$ cat src/irq_pkg.sv
// --------------------
// Interrupt controller package
// Line counts, valid-line mask, APB register map,
// WFI encoding and the structs shared by all blocks
// --------------------

package irq_pkg;

  // --------------------
  // Sizes and encodings

  localparam int unsigned NUM_IRQ    = 32;
  localparam int unsigned IRQ_ID_W   = 5;
  localparam int unsigned APB_ADDR_W = 8;

  // Implemented lines 31..16, 11, 7 and 3
  localparam logic [NUM_IRQ-1:0] VALID_IRQ_MASK = 32'hFFFF_0888;

  // Full WFI instruction word, no don't-care bits
  localparam logic [31:0] WFI_INSTR = 32'h1050_0073;

  // --------------------
  // Register map

  localparam logic [APB_ADDR_W-1:0] MIE_OFFS     = 8'h00;
  localparam logic [APB_ADDR_W-1:0] MSTATUS_OFFS = 8'h04;
  localparam logic [APB_ADDR_W-1:0] MCAUSE_OFFS  = 8'h08;
  localparam logic [APB_ADDR_W-1:0] MIP_OFFS     = 8'h0C;

  // mstatus fields that are implemented
  localparam int unsigned MSTATUS_MIE_BIT  = 3;
  localparam int unsigned MSTATUS_MPIE_BIT = 7;

  // --------------------
  // Shared structs

  typedef struct packed {
    logic                  psel;
    logic                  penable;
    logic                  pwrite;
    logic [APB_ADDR_W-1:0] paddr;
    logic [31:0]           pwdata;
  } apb_req_t;

  typedef struct packed {
    logic [31:0] prdata;
    logic        pready;
    logic        pslverr;
  } apb_rsp_t;

  // One-cycle claim towards the core, no ack
  typedef struct packed {
    logic                valid;
    logic [IRQ_ID_W-1:0] id;
  } irq_claim_t;

  // Enables from the register block to the arbiter
  typedef struct packed {
    logic [NUM_IRQ-1:0] mie;
    logic               mstatus_mie;
  } irq_cfg_t;

  // Instruction leaving writeback
  typedef struct packed {
    logic        valid;
    logic [31:0] rdata;
    logic        err;
  } wb_instr_t;

endpackage

$ cat src/irq_arbiter.sv
// --------------------
// Interrupt arbiter
// Flops the external lines into mip, picks a winner by
// fixed priority and issues a one-cycle claim
// --------------------

`timescale 1ns/1ps

module irq_arbiter
  import irq_pkg::*;
(
  input  logic               clk_i,
  input  logic               rst_ni,
  input  logic [NUM_IRQ-1:0] irq_i,
  input  irq_cfg_t           cfg_i,
  output logic [NUM_IRQ-1:0] mip_o,
  output logic               pending_enabled_o,
  output irq_claim_t         claim_o
);

  logic [NUM_IRQ-1:0]  mip_q;
  logic [NUM_IRQ-1:0]  pend_en;
  logic                win_valid;
  logic [IRQ_ID_W-1:0] win_id;
  irq_claim_t          claim_q;

  // --------------------
  // Pending register

  // Reserved lines never reach mip
  always_ff @(posedge clk_i or negedge rst_ni) begin
    if (!rst_ni) begin
      mip_q <= '0;
    end else begin
      mip_q <= irq_i & VALID_IRQ_MASK;
    end
  end

  assign pend_en           = mip_q & cfg_i.mie;
  assign pending_enabled_o = |pend_en;
  assign mip_o             = mip_q;

  // --------------------
  // Winner selection

  // Later assignments win, so lowest priority goes first
  // Order is 31..16, then 11, then 3, then 7
  always_comb begin
    win_valid = 1'b0;
    win_id    = '0;
    if (pend_en[7]) begin
      win_valid = 1'b1;
      win_id    = IRQ_ID_W'(7);
    end
    if (pend_en[3]) begin
      win_valid = 1'b1;
      win_id    = IRQ_ID_W'(3);
    end
    if (pend_en[11]) begin
      win_valid = 1'b1;
      win_id    = IRQ_ID_W'(11);
    end
    for (int i = 16; i < NUM_IRQ; i++) begin
      if (pend_en[i]) begin
        win_valid = 1'b1;
        win_id    = IRQ_ID_W'(i);
      end
    end
  end

  // --------------------
  // Claim pulse

  // MIE clears one edge after the claim, so block the back-to-back cycle here
  always_ff @(posedge clk_i or negedge rst_ni) begin
    if (!rst_ni) begin
      claim_q <= '0;
    end else begin
      claim_q.valid <= win_valid & cfg_i.mstatus_mie & ~claim_q.valid;
      claim_q.id    <= win_id;
    end
  end

  assign claim_o = claim_q;

  a_claim_pulse: assert property (
    @(posedge clk_i) disable iff (!rst_ni)
    claim_o.valid |=> !claim_o.valid
  );

  // Claimed id was the winner and was enabled when it was picked
  a_claim_id_enabled: assert property (
    @(posedge clk_i) disable iff (!rst_ni)
    claim_o.valid |-> VALID_IRQ_MASK[claim_o.id] && claim_o.id == $past(win_id)
                      && $past(cfg_i.mie[win_id])
  );

  a_mip_not_reserved: assert property (
    @(posedge clk_i) disable iff (!rst_ni)
    (mip_q & ~VALID_IRQ_MASK) == '0
  );

endmodule

$ cat src/irq_csr_regs.sv
// --------------------
// Machine interrupt CSRs on APB
// Holds mie, mstatus and mcause, reads back mip,
// and performs trap entry on a claim
// --------------------

`timescale 1ns/1ps

module irq_csr_regs
  import irq_pkg::*;
(
  input  logic               clk_i,
  input  logic               rst_ni,
  input  apb_req_t           apb_req_i,
  output apb_rsp_t           apb_rsp_o,
  input  logic [NUM_IRQ-1:0] mip_i,
  input  irq_claim_t         claim_i,
  output irq_cfg_t           cfg_o
);

  logic [NUM_IRQ-1:0]  mie_q;
  logic                mstatus_mie_q;
  logic                mstatus_mpie_q;
  logic                mcause_irq_q;
  logic [IRQ_ID_W-1:0] mcause_id_q;

  logic        access;
  logic        addr_hit;
  logic        wr_err;
  logic        wr_ok;
  logic [31:0] rdata;

  // --------------------
  // Access phase decode

  // Setup phase does nothing, all work happens with penable
  assign access = apb_req_i.psel & apb_req_i.penable;

  always_comb begin
    addr_hit = 1'b1;
    rdata    = '0;
    case (apb_req_i.paddr)
      MIE_OFFS: rdata = mie_q;
      MSTATUS_OFFS: begin
        rdata[MSTATUS_MIE_BIT]  = mstatus_mie_q;
        rdata[MSTATUS_MPIE_BIT] = mstatus_mpie_q;
      end
      MCAUSE_OFFS: rdata = {mcause_irq_q, {(32-1-IRQ_ID_W){1'b0}}, mcause_id_q};
      MIP_OFFS: rdata = mip_i;
      default: addr_hit = 1'b0;
    endcase
  end

  // mcause and mip are read-only
  assign wr_err = apb_req_i.pwrite &
                  ((apb_req_i.paddr == MCAUSE_OFFS) | (apb_req_i.paddr == MIP_OFFS));
  assign wr_ok  = access & apb_req_i.pwrite & addr_hit & ~wr_err;

  // No wait states ever
  assign apb_rsp_o.pready  = 1'b1;
  assign apb_rsp_o.pslverr = access & (~addr_hit | wr_err);
  assign apb_rsp_o.prdata  = rdata;

  // --------------------
  // Register state

  always_ff @(posedge clk_i or negedge rst_ni) begin
    if (!rst_ni) begin
      mie_q          <= '0;
      mstatus_mie_q  <= 1'b0;
      mstatus_mpie_q <= 1'b0;
      mcause_irq_q   <= 1'b0;
      mcause_id_q    <= '0;
    end else begin
      // Reserved enable bits stay zero
      if (wr_ok && apb_req_i.paddr == MIE_OFFS) begin
        mie_q <= apb_req_i.pwdata & VALID_IRQ_MASK;
      end
      // Trap entry wins over a write to mstatus in the same cycle
      if (claim_i.valid) begin
        mstatus_mpie_q <= mstatus_mie_q;
        mstatus_mie_q  <= 1'b0;
        mcause_irq_q   <= 1'b1;
        mcause_id_q    <= claim_i.id;
      end else if (wr_ok && apb_req_i.paddr == MSTATUS_OFFS) begin
        mstatus_mie_q  <= apb_req_i.pwdata[MSTATUS_MIE_BIT];
        mstatus_mpie_q <= apb_req_i.pwdata[MSTATUS_MPIE_BIT];
      end
    end
  end

  assign cfg_o.mie         = mie_q;
  assign cfg_o.mstatus_mie = mstatus_mie_q;

  // Enable word only ever holds implemented lines
  a_mie_not_reserved: assert property (
    @(posedge clk_i) disable iff (!rst_ni)
    (mie_q & ~VALID_IRQ_MASK) == '0
  );

endmodule

$ cat src/irq_ctrl_top.sv
// --------------------
// Interrupt controller top
// Register block, arbiter and WFI sleep control
// --------------------

`timescale 1ns/1ps

module irq_ctrl_top
  import irq_pkg::*;
(
  input  logic               clk_i,
  input  logic               rst_ni,
  // APB register port
  input  apb_req_t           apb_req_i,
  output apb_rsp_t           apb_rsp_o,
  // External interrupt lines
  input  logic [NUM_IRQ-1:0] irq_i,
  // Writeback stage and debug
  input  wb_instr_t          wb_instr_i,
  input  logic               debug_req_i,
  // Towards the core
  output irq_claim_t         irq_claim_o,
  output logic               core_sleep_o
);

  irq_cfg_t           cfg;
  logic [NUM_IRQ-1:0] mip;
  logic               pending_enabled;
  irq_claim_t         claim;

  irq_csr_regs irq_csr_regs_i (
    .clk_i     (clk_i),
    .rst_ni    (rst_ni),
    .apb_req_i (apb_req_i),
    .apb_rsp_o (apb_rsp_o),
    .mip_i     (mip),
    .claim_i   (claim),
    .cfg_o     (cfg)
  );

  irq_arbiter irq_arbiter_i (
    .clk_i             (clk_i),
    .rst_ni            (rst_ni),
    .irq_i             (irq_i),
    .cfg_i             (cfg),
    .mip_o             (mip),
    .pending_enabled_o (pending_enabled),
    .claim_o           (claim)
  );

  // Claim goes to the core and back into trap entry
  assign irq_claim_o = claim;

  wfi_sleep_ctrl wfi_sleep_ctrl_i (
    .clk_i             (clk_i),
    .rst_ni            (rst_ni),
    .wb_instr_i        (wb_instr_i),
    .pending_enabled_i (pending_enabled),
    .debug_req_i       (debug_req_i),
    .core_sleep_o      (core_sleep_o)
  );

endmodule

$ cat src/wfi_sleep_ctrl.sv
// --------------------
// WFI sleep control
// Tracks a retired WFI and drives core sleep until
// an enabled interrupt or a debug request wakes the core
// --------------------

`timescale 1ns/1ps

module wfi_sleep_ctrl
  import irq_pkg::*;
(
  input  logic      clk_i,
  input  logic      rst_ni,
  input  wb_instr_t wb_instr_i,
  input  logic      pending_enabled_i,
  input  logic      debug_req_i,
  output logic      core_sleep_o
);

  logic is_wfi;
  logic wake;
  logic in_wfi_q;
  logic sleep_q;

  // Only a clean retire of the exact WFI word counts
  assign is_wfi = wb_instr_i.valid & ~wb_instr_i.err & (wb_instr_i.rdata == WFI_INSTR);

  // Global MIE plays no part in wakeup
  assign wake = pending_enabled_i | debug_req_i;

  // --------------------
  // WFI state and sleep flop

  always_ff @(posedge clk_i or negedge rst_ni) begin
    if (!rst_ni) begin
      in_wfi_q <= 1'b0;
      sleep_q  <= 1'b0;
    end else begin
      if (is_wfi) begin
        in_wfi_q <= 1'b1;
      end else if (wake) begin
        in_wfi_q <= 1'b0;
      end
      // Sleep one edge after entering WFI
      sleep_q <= in_wfi_q & ~wake;
    end
  end

  // Wake drops sleep in the same cycle
  assign core_sleep_o = sleep_q & ~wake;

  a_sleep_in_wfi: assert property (
    @(posedge clk_i) disable iff (!rst_ni)
    core_sleep_o |-> in_wfi_q
  );

  a_sleep_fall_exits_wfi: assert property (
    @(posedge clk_i) disable iff (!rst_ni)
    $fell(core_sleep_o) && in_wfi_q |=> !in_wfi_q
  );

endmodule
$ cat config.mk
export PLATFORM = sky130hd
export DESIGN_NAME = irq_ctrl_top
export DESIGN_NICKNAME = d
export VERILOG_FILES = /design/src/irq_pkg.sv /design/src/irq_arbiter.sv /design/src/irq_csr_regs.sv /design/src/irq_ctrl_top.sv /design/src/wfi_sleep_ctrl.sv
export SDC_FILE = /design/constraint.sdc
export NUM_CORES = 1
export LEC_CHECK = 0
export ABC_AREA = 1
export BUFFER_PORTS_ARGS = -buffer_cell sky130_fd_sc_hd__buf_2
export CAP_MARGIN = 20
export CORE_ASPECT_RATIO = 1.4
export CORE_MARGIN = 5
export CORE_UTILIZATION = 46
export DETAILED_ROUTE_END_ITERATION = 8
export GPL_TIMING_DRIVEN = 0
export PLACE_DENSITY = 0.8
export SYNTH_ARGS = -nofsm -noshare
export SYNTH_HDL_FRONTEND = slang
export SYNTH_HIERARCHICAL = 1
export SYNTH_SLANG_ARGS = --single-unit
$ cat constraint.sdc
create_clock -name clk_i -period 1.9 [get_ports clk_i]
set_clock_uncertainty 0.15 [all_clocks]
set_input_delay 0 -clock clk_i [delete_from_list [all_inputs] [get_ports clk_i]]
set_output_delay 0 -clock clk_i [all_outputs]
set_load 0.005 [all_outputs]
# Word level (Yosys, flattened, before mapping)
# Index checks and enable logic that the tools add are counted.
# totals
reg_bits	54
in_bits	112
output_inout_bits	41
word_cells	92
# op_classes
eq_ne	4
mux	50
bitwise	21
reduce_logical	7
# op_table
cell	n
$mux 5	18
$pmux 24 s3	1
$and 32x32->32	1
$eq 32x29->1 const B	1
$reduce_or 32->1	1
$mux 1	27
$eq 8x4->1 const B	2
$and 1x1->1	12
$eq 8x3->1 const B	1
$logic_not 8->1	1
$mux 3	2
$not 1->1	5
$pmux 1 s4	1
$reduce_bool 2->1	2
$reduce_or 4->1	1
$or 1x1->1	3
$pmux 1 s3	1
$logic_and 1x1->1	2

# Logic depth before layout (Yosys ltp)
# logic_depth
word_depth	22
mapped_depth	18
depth_no_buf	18

# Cells and area by module
# The synthesis kept the hierarchy.
# by_module_without_submodules
mod	instances	cells_each	area_per_inst_um2	seq_area_each_um2
irq_csr_regs	1	229	1762.9	675.6
irq_arbiter	1	101	1073.5	625.6
wfi_sleep_ctrl	1	49	241.5	50.0

# Worst setup path after synthesis
# OpenSTA, ideal clock, no wires.
# synth_timing
path_type	register to register
from	register irq_csr_regs_i.mie_q[24]
to	register wfi_sleep_ctrl_i.in_wfi_q
setup_ns	0.065
t_arrival_ns	1.352
required_time_ns	1.685
path_slack_ns	0.333
path_stages_with_launch	9
path_buffers	0
synth_period_minus_slack_ns	1.567
cell_sequence	dfrtp_1 > nand2_1 > nand2_1 > nor4_4 > nand2_2 > or2_4 > nor2_1 > nand2_1 > nand2_1
# synth_between
elab_chain_cells	4
# synth_rtl
item	line	rtl
start: declaration	irq_csr_regs.sv:21	logic [NUM_IRQ-1:0] mie_q;
start signal: assignment	irq_csr_regs.sv:77	mie_q <= apb_req_i.pwdata & VALID_IRQ_MASK;
$and 32x32->32	irq_arbiter.sv:39	assign pend_en = mip_q & cfg_i.mie;
$reduce_or 32->1	irq_arbiter.sv:40	assign pending_enabled_o = |pend_en;
net pending_enabled	irq_ctrl_top.sv:28	logic pending_enabled;
$or 1x1->1	wfi_sleep_ctrl.sv:29	assign wake = pending_enabled_i | debug_req_i;
$reduce_bool 2->1 (no source line)	-	
end signal: assignment	wfi_sleep_ctrl.sv:36	in_wfi_q <= 1'b0;
end signal: assignment	wfi_sleep_ctrl.sv:40	in_wfi_q <= 1'b1;
end signal: assignment	wfi_sleep_ctrl.sv:42	in_wfi_q <= 1'b0;
end: declaration	wfi_sleep_ctrl.sv:22	logic in_wfi_q;
# The timed path passes the listed nets, and every way through them passes these cells.
# A chain may end at the register's enable or synchronous reset.

# Worst setup path after layout
# layout_timing
from	register irq_csr_regs_i.mie_q[29]
to	output core_sleep_o
# layout_between
elab_chain_cells	5
# layout_rtl
item	line	rtl
$and 32x32->32	irq_arbiter.sv:39	
$reduce_or 32->1	irq_arbiter.sv:40	
net pending_enabled	irq_ctrl_top.sv:28	
$or 1x1->1	wfi_sleep_ctrl.sv:29	
$not 1->1	wfi_sleep_ctrl.sv:50	assign core_sleep_o = sleep_q & ~wake;
$and 1x1->1	wfi_sleep_ctrl.sv:50	
end: declaration	irq_ctrl_top.sv:23	output logic core_sleep_o
# The timed path passes the listed nets, and every way through them passes these cells.

==> impl_metrics.csv <==
group,metric,value,unit
sta,finalHoldViolCount,0,
sta,fmax,499,MHz
global_route,grt_max_degree,30,
sta,grt_setup_unrepaired,"yes",
sta,worst-slew-pin-transition,0.590,ns
power,p_seq_share,55.8,%
worst_setup_path,worstPathRequired,1.75,ns
worst_hold_path,hold_path.class,"input port to flip-flop",
worst_hold_path,hold_end,"irq_csr_regs_i/mstatus_mie_q$_DFFE_PN0P_",
routing,dr.pass1.iters,4,
routing,drc,0,
power,p_int,1.63,mW
power,swShare,23.4,%
sta,slew_headroom,60.7,%
sta,min_period_over_period,105,%
power,pwr-share-comb,15.7,%
power,ir_drop,0.666,mV
sta,min_period,2.00,ns
final_layout,drive_gt1_share,36.4,%
place,gp_congestion,0.765,
worst_setup_path,cp_top_family,"simple AND/OR/NAND/NOR gates",
outcome,status,"finished, violations left",
final_layout,fillerInstances,432,
floorplan,initial_core_util,47.6,%
place,io_buffers,116,
floorplan,rows,34,
routing,via_per_inst,4.69,
worst_setup_path,crit_type,"flip-flop to output port",
routing,wl_per_cell,14.4,um
worst_setup_path,end_kind,"output port",
floorplan,core-area,0.00625,mm2
place,pre_cts_ws,0.163,ns
worst_setup_path,critPathBufInv,1,
sta,setup_violations,1,
final_layout,final_common_cell,"buf_2",
clock_tree,clock-sinks,54,
clock_tree,path_clk_slew,0.09,ns
clock_tree,htreeDepth,2,
clock_tree,cts.path.max_buffers,2,
clock_tree,cts_buffers,5,
floorplan,die_h,105,um
routing,ant_nets,0,
power,p_sw,497,uW
worst_setup_path,timing.rr.end,"wfi_sleep_ctrl_i/in_wfi_q$_DFFE_PN0P_",
final_layout,fin_util,74.8,%
place,dpl.cell_count,566,
power,clkPwrFrac,28.5,%
final_layout,seqCellArea,0.00135,mm2
logic_synthesis,avgSynthCellArea,8.16,um2
worst_setup_path,crit_top_cell,"nand2_2",
worst_setup_path,path_cells,"nand2_2 > nand2_4 > nor4_4 > nand2_2 > or2_4 > nor3b_2 > buf_2",
worst_setup_path,arrival,1.85,ns
clock_tree,cts-root-buf,"clkbuf_8",
routing,dr.first_iter.drc_count,95,
flow_run,cap_violations,0,
worst_hold_path,hp-start,"apb_req_i[41]",
final_layout,mostFrequentLayoutCells,"buf_2, nand2_1, dlygate4sd3_1",
outcome,violations,"setup timing",
logic_synthesis,syn_inst,365,
final_layout,synthToLayoutAreaGrowth,57.1,%
clock_tree,clk_latency,0.30,ns
worst_setup_path,rr_startpoint,"irq_csr_regs_i/mie_q[29]$_DFFE_PN0P_",
logic_synthesis,syn_area,0.00298,mm2
worst_setup_path,slowest_delay,0.41,ns
worst_setup_path,crit_slowest_cell,"dfrtp_1",
logic_synthesis,ys_warn_count,6,
final_layout,n_antenna_cell,0,
global_route,antenna_found_initial,0,
final_layout,finalNetCount,702,
final_layout,multi_input_area,0.00128,mm2
sta,slew_violations,0,
final_layout,instances_no_fill,662,
worst_setup_path,startpoint_type,"flip-flop",
power,p_leak,2.62,nW
sta,layout_setup_ws,-0.103,ns
routing,totalWireLength,9550,um
power,p_per_area,455,mW/mm2
worst_hold_path,hold_depth,6,
global_route,grt_util_all_layers,23.2,%
worst_setup_path,rrSetupSlack,0.19,ns
global_route,grt_pass1_wl,15100,um
global_route,gr-total-overflow,0,
floorplan,die_x,78.0,um
power,total_power,2.13,mW
floorplan,ios,153,
routing,num_vias,3104,
place,place_hpwl,5740,um
floorplan,dieArea,0.00820,mm2
worst_setup_path,rr_worst_depth,8,
global_route,grt_pass1_vias,3361,
worst_setup_path,path_max_fanout,3,
clock_tree,cts_tree,"yes",
## cell type report
cell class | count | share of cell area [%]
Timing Repair Buffer | 206 | 31.2
Sequential cell | 54 | 28.9
Multi-Input combinational cell | 236 | 27.3
Inverter | 62 | 4.98
Buffer | 25 | 4.04
Tap cell | 72 | 1.93
Clock buffer | 7 | 1.63
## worst max path at each step
stage                                               from                                    end  slack, ns  cells past startpoint
floorplan           irq_csr_regs_i/mie_q[24]$_DFFE_PN0P_  wfi_sleep_ctrl_i/in_wfi_q$_DFFE_PN0P_       0.33                      8
CTS                    irq_arbiter_i/mip_o[31]$_DFF_PN0_                           core_sleep_o      -0.07                      7
global placement    irq_csr_regs_i/mie_q[24]$_DFFE_PN0P_                           core_sleep_o       0.18                      7
global route        irq_csr_regs_i/mie_q[29]$_DFFE_PN0P_                           core_sleep_o      -0.19                      7
detailed placement  irq_csr_regs_i/mie_q[24]$_DFFE_PN0P_                           core_sleep_o       0.16                      7
finish              irq_csr_regs_i/mie_q[29]$_DFFE_PN0P_                           core_sleep_o      -0.10                      7
## worst register-to-register path, cell delays in order, from the launching register on
cell and delay, ns:
dfrtp_1 0.41, nand2_2 0.11, nand2_4 0.06, nor4_4 0.31, nand2_2 0.09, or2_4 0.25
nor2_1 0.09, nand2_1 0.09, nand2_1 0.08
## registers in the layout (all words and copies together) (netlist names)
register / cells
irq_arbiter_i/claim_o: 6
irq_arbiter_i/mip_o: 19
irq_csr_regs_i/mcause_id_q: 5
irq_csr_regs_i/mcause_irq_q: 1
irq_csr_regs_i/mie_q: 19
irq_csr_regs_i/mstatus_mie_q: 1
irq_csr_regs_i/mstatus_mpie_q: 1
wfi_sleep_ctrl_i/in_wfi_q: 1
wfi_sleep_ctrl_i/sleep_q: 1
## power groups by stage
stage	clock network, mW	logic (mW)	registers, mW
3_3_place_gp	0	0.183	1.21
6_report	0.606	0.335	1.19
4_1_cts	0.617	0.313	1.19
3_5_place_dp	0	0.195	1.21
2_1_floorplan	0	0.0722	1.21
5_1_grt	0.666	0.365	1.19
## routing by layer
layer | routed length (um) | GRT usage (%) | vias to the layer above | share of wire (%)
met1 | 3350 | 23.2 | 1395 | 35
met2 | 5140 | 43.3 | 120 | 54
met3 | 514 | 3.96 | 46 | 5.4
li1 | - | - | 1543 | -
met5 | 0 | 0 | - | 0
met4 | 544 | 13.9 | 0 | 5.7
## repair_timing
item / in CTS / in global routing
setup buffers: 6 / 6
hold buffers: 77 / 0
pin swaps: 2 / 3
resized for setup: 6 / 2
endpoints found under the hold margin: 96 / 0
endpoints found under the setup margin: 1 / 1
gates cloned: 0 / 0
## metrics by stage
stage	TNS, ns	hold WS (ns)	instance area (um2)
detailed placement	0	-0.120	3710
finish	-0.103	0.0617	4680
global placement	0	-0.0422	3690
global route	-0.187	0.110	4680
floorplan	0	-0.446	3020
CTS	-0.0715	0.0595	4620
Power figures use the tool's default switching activity.
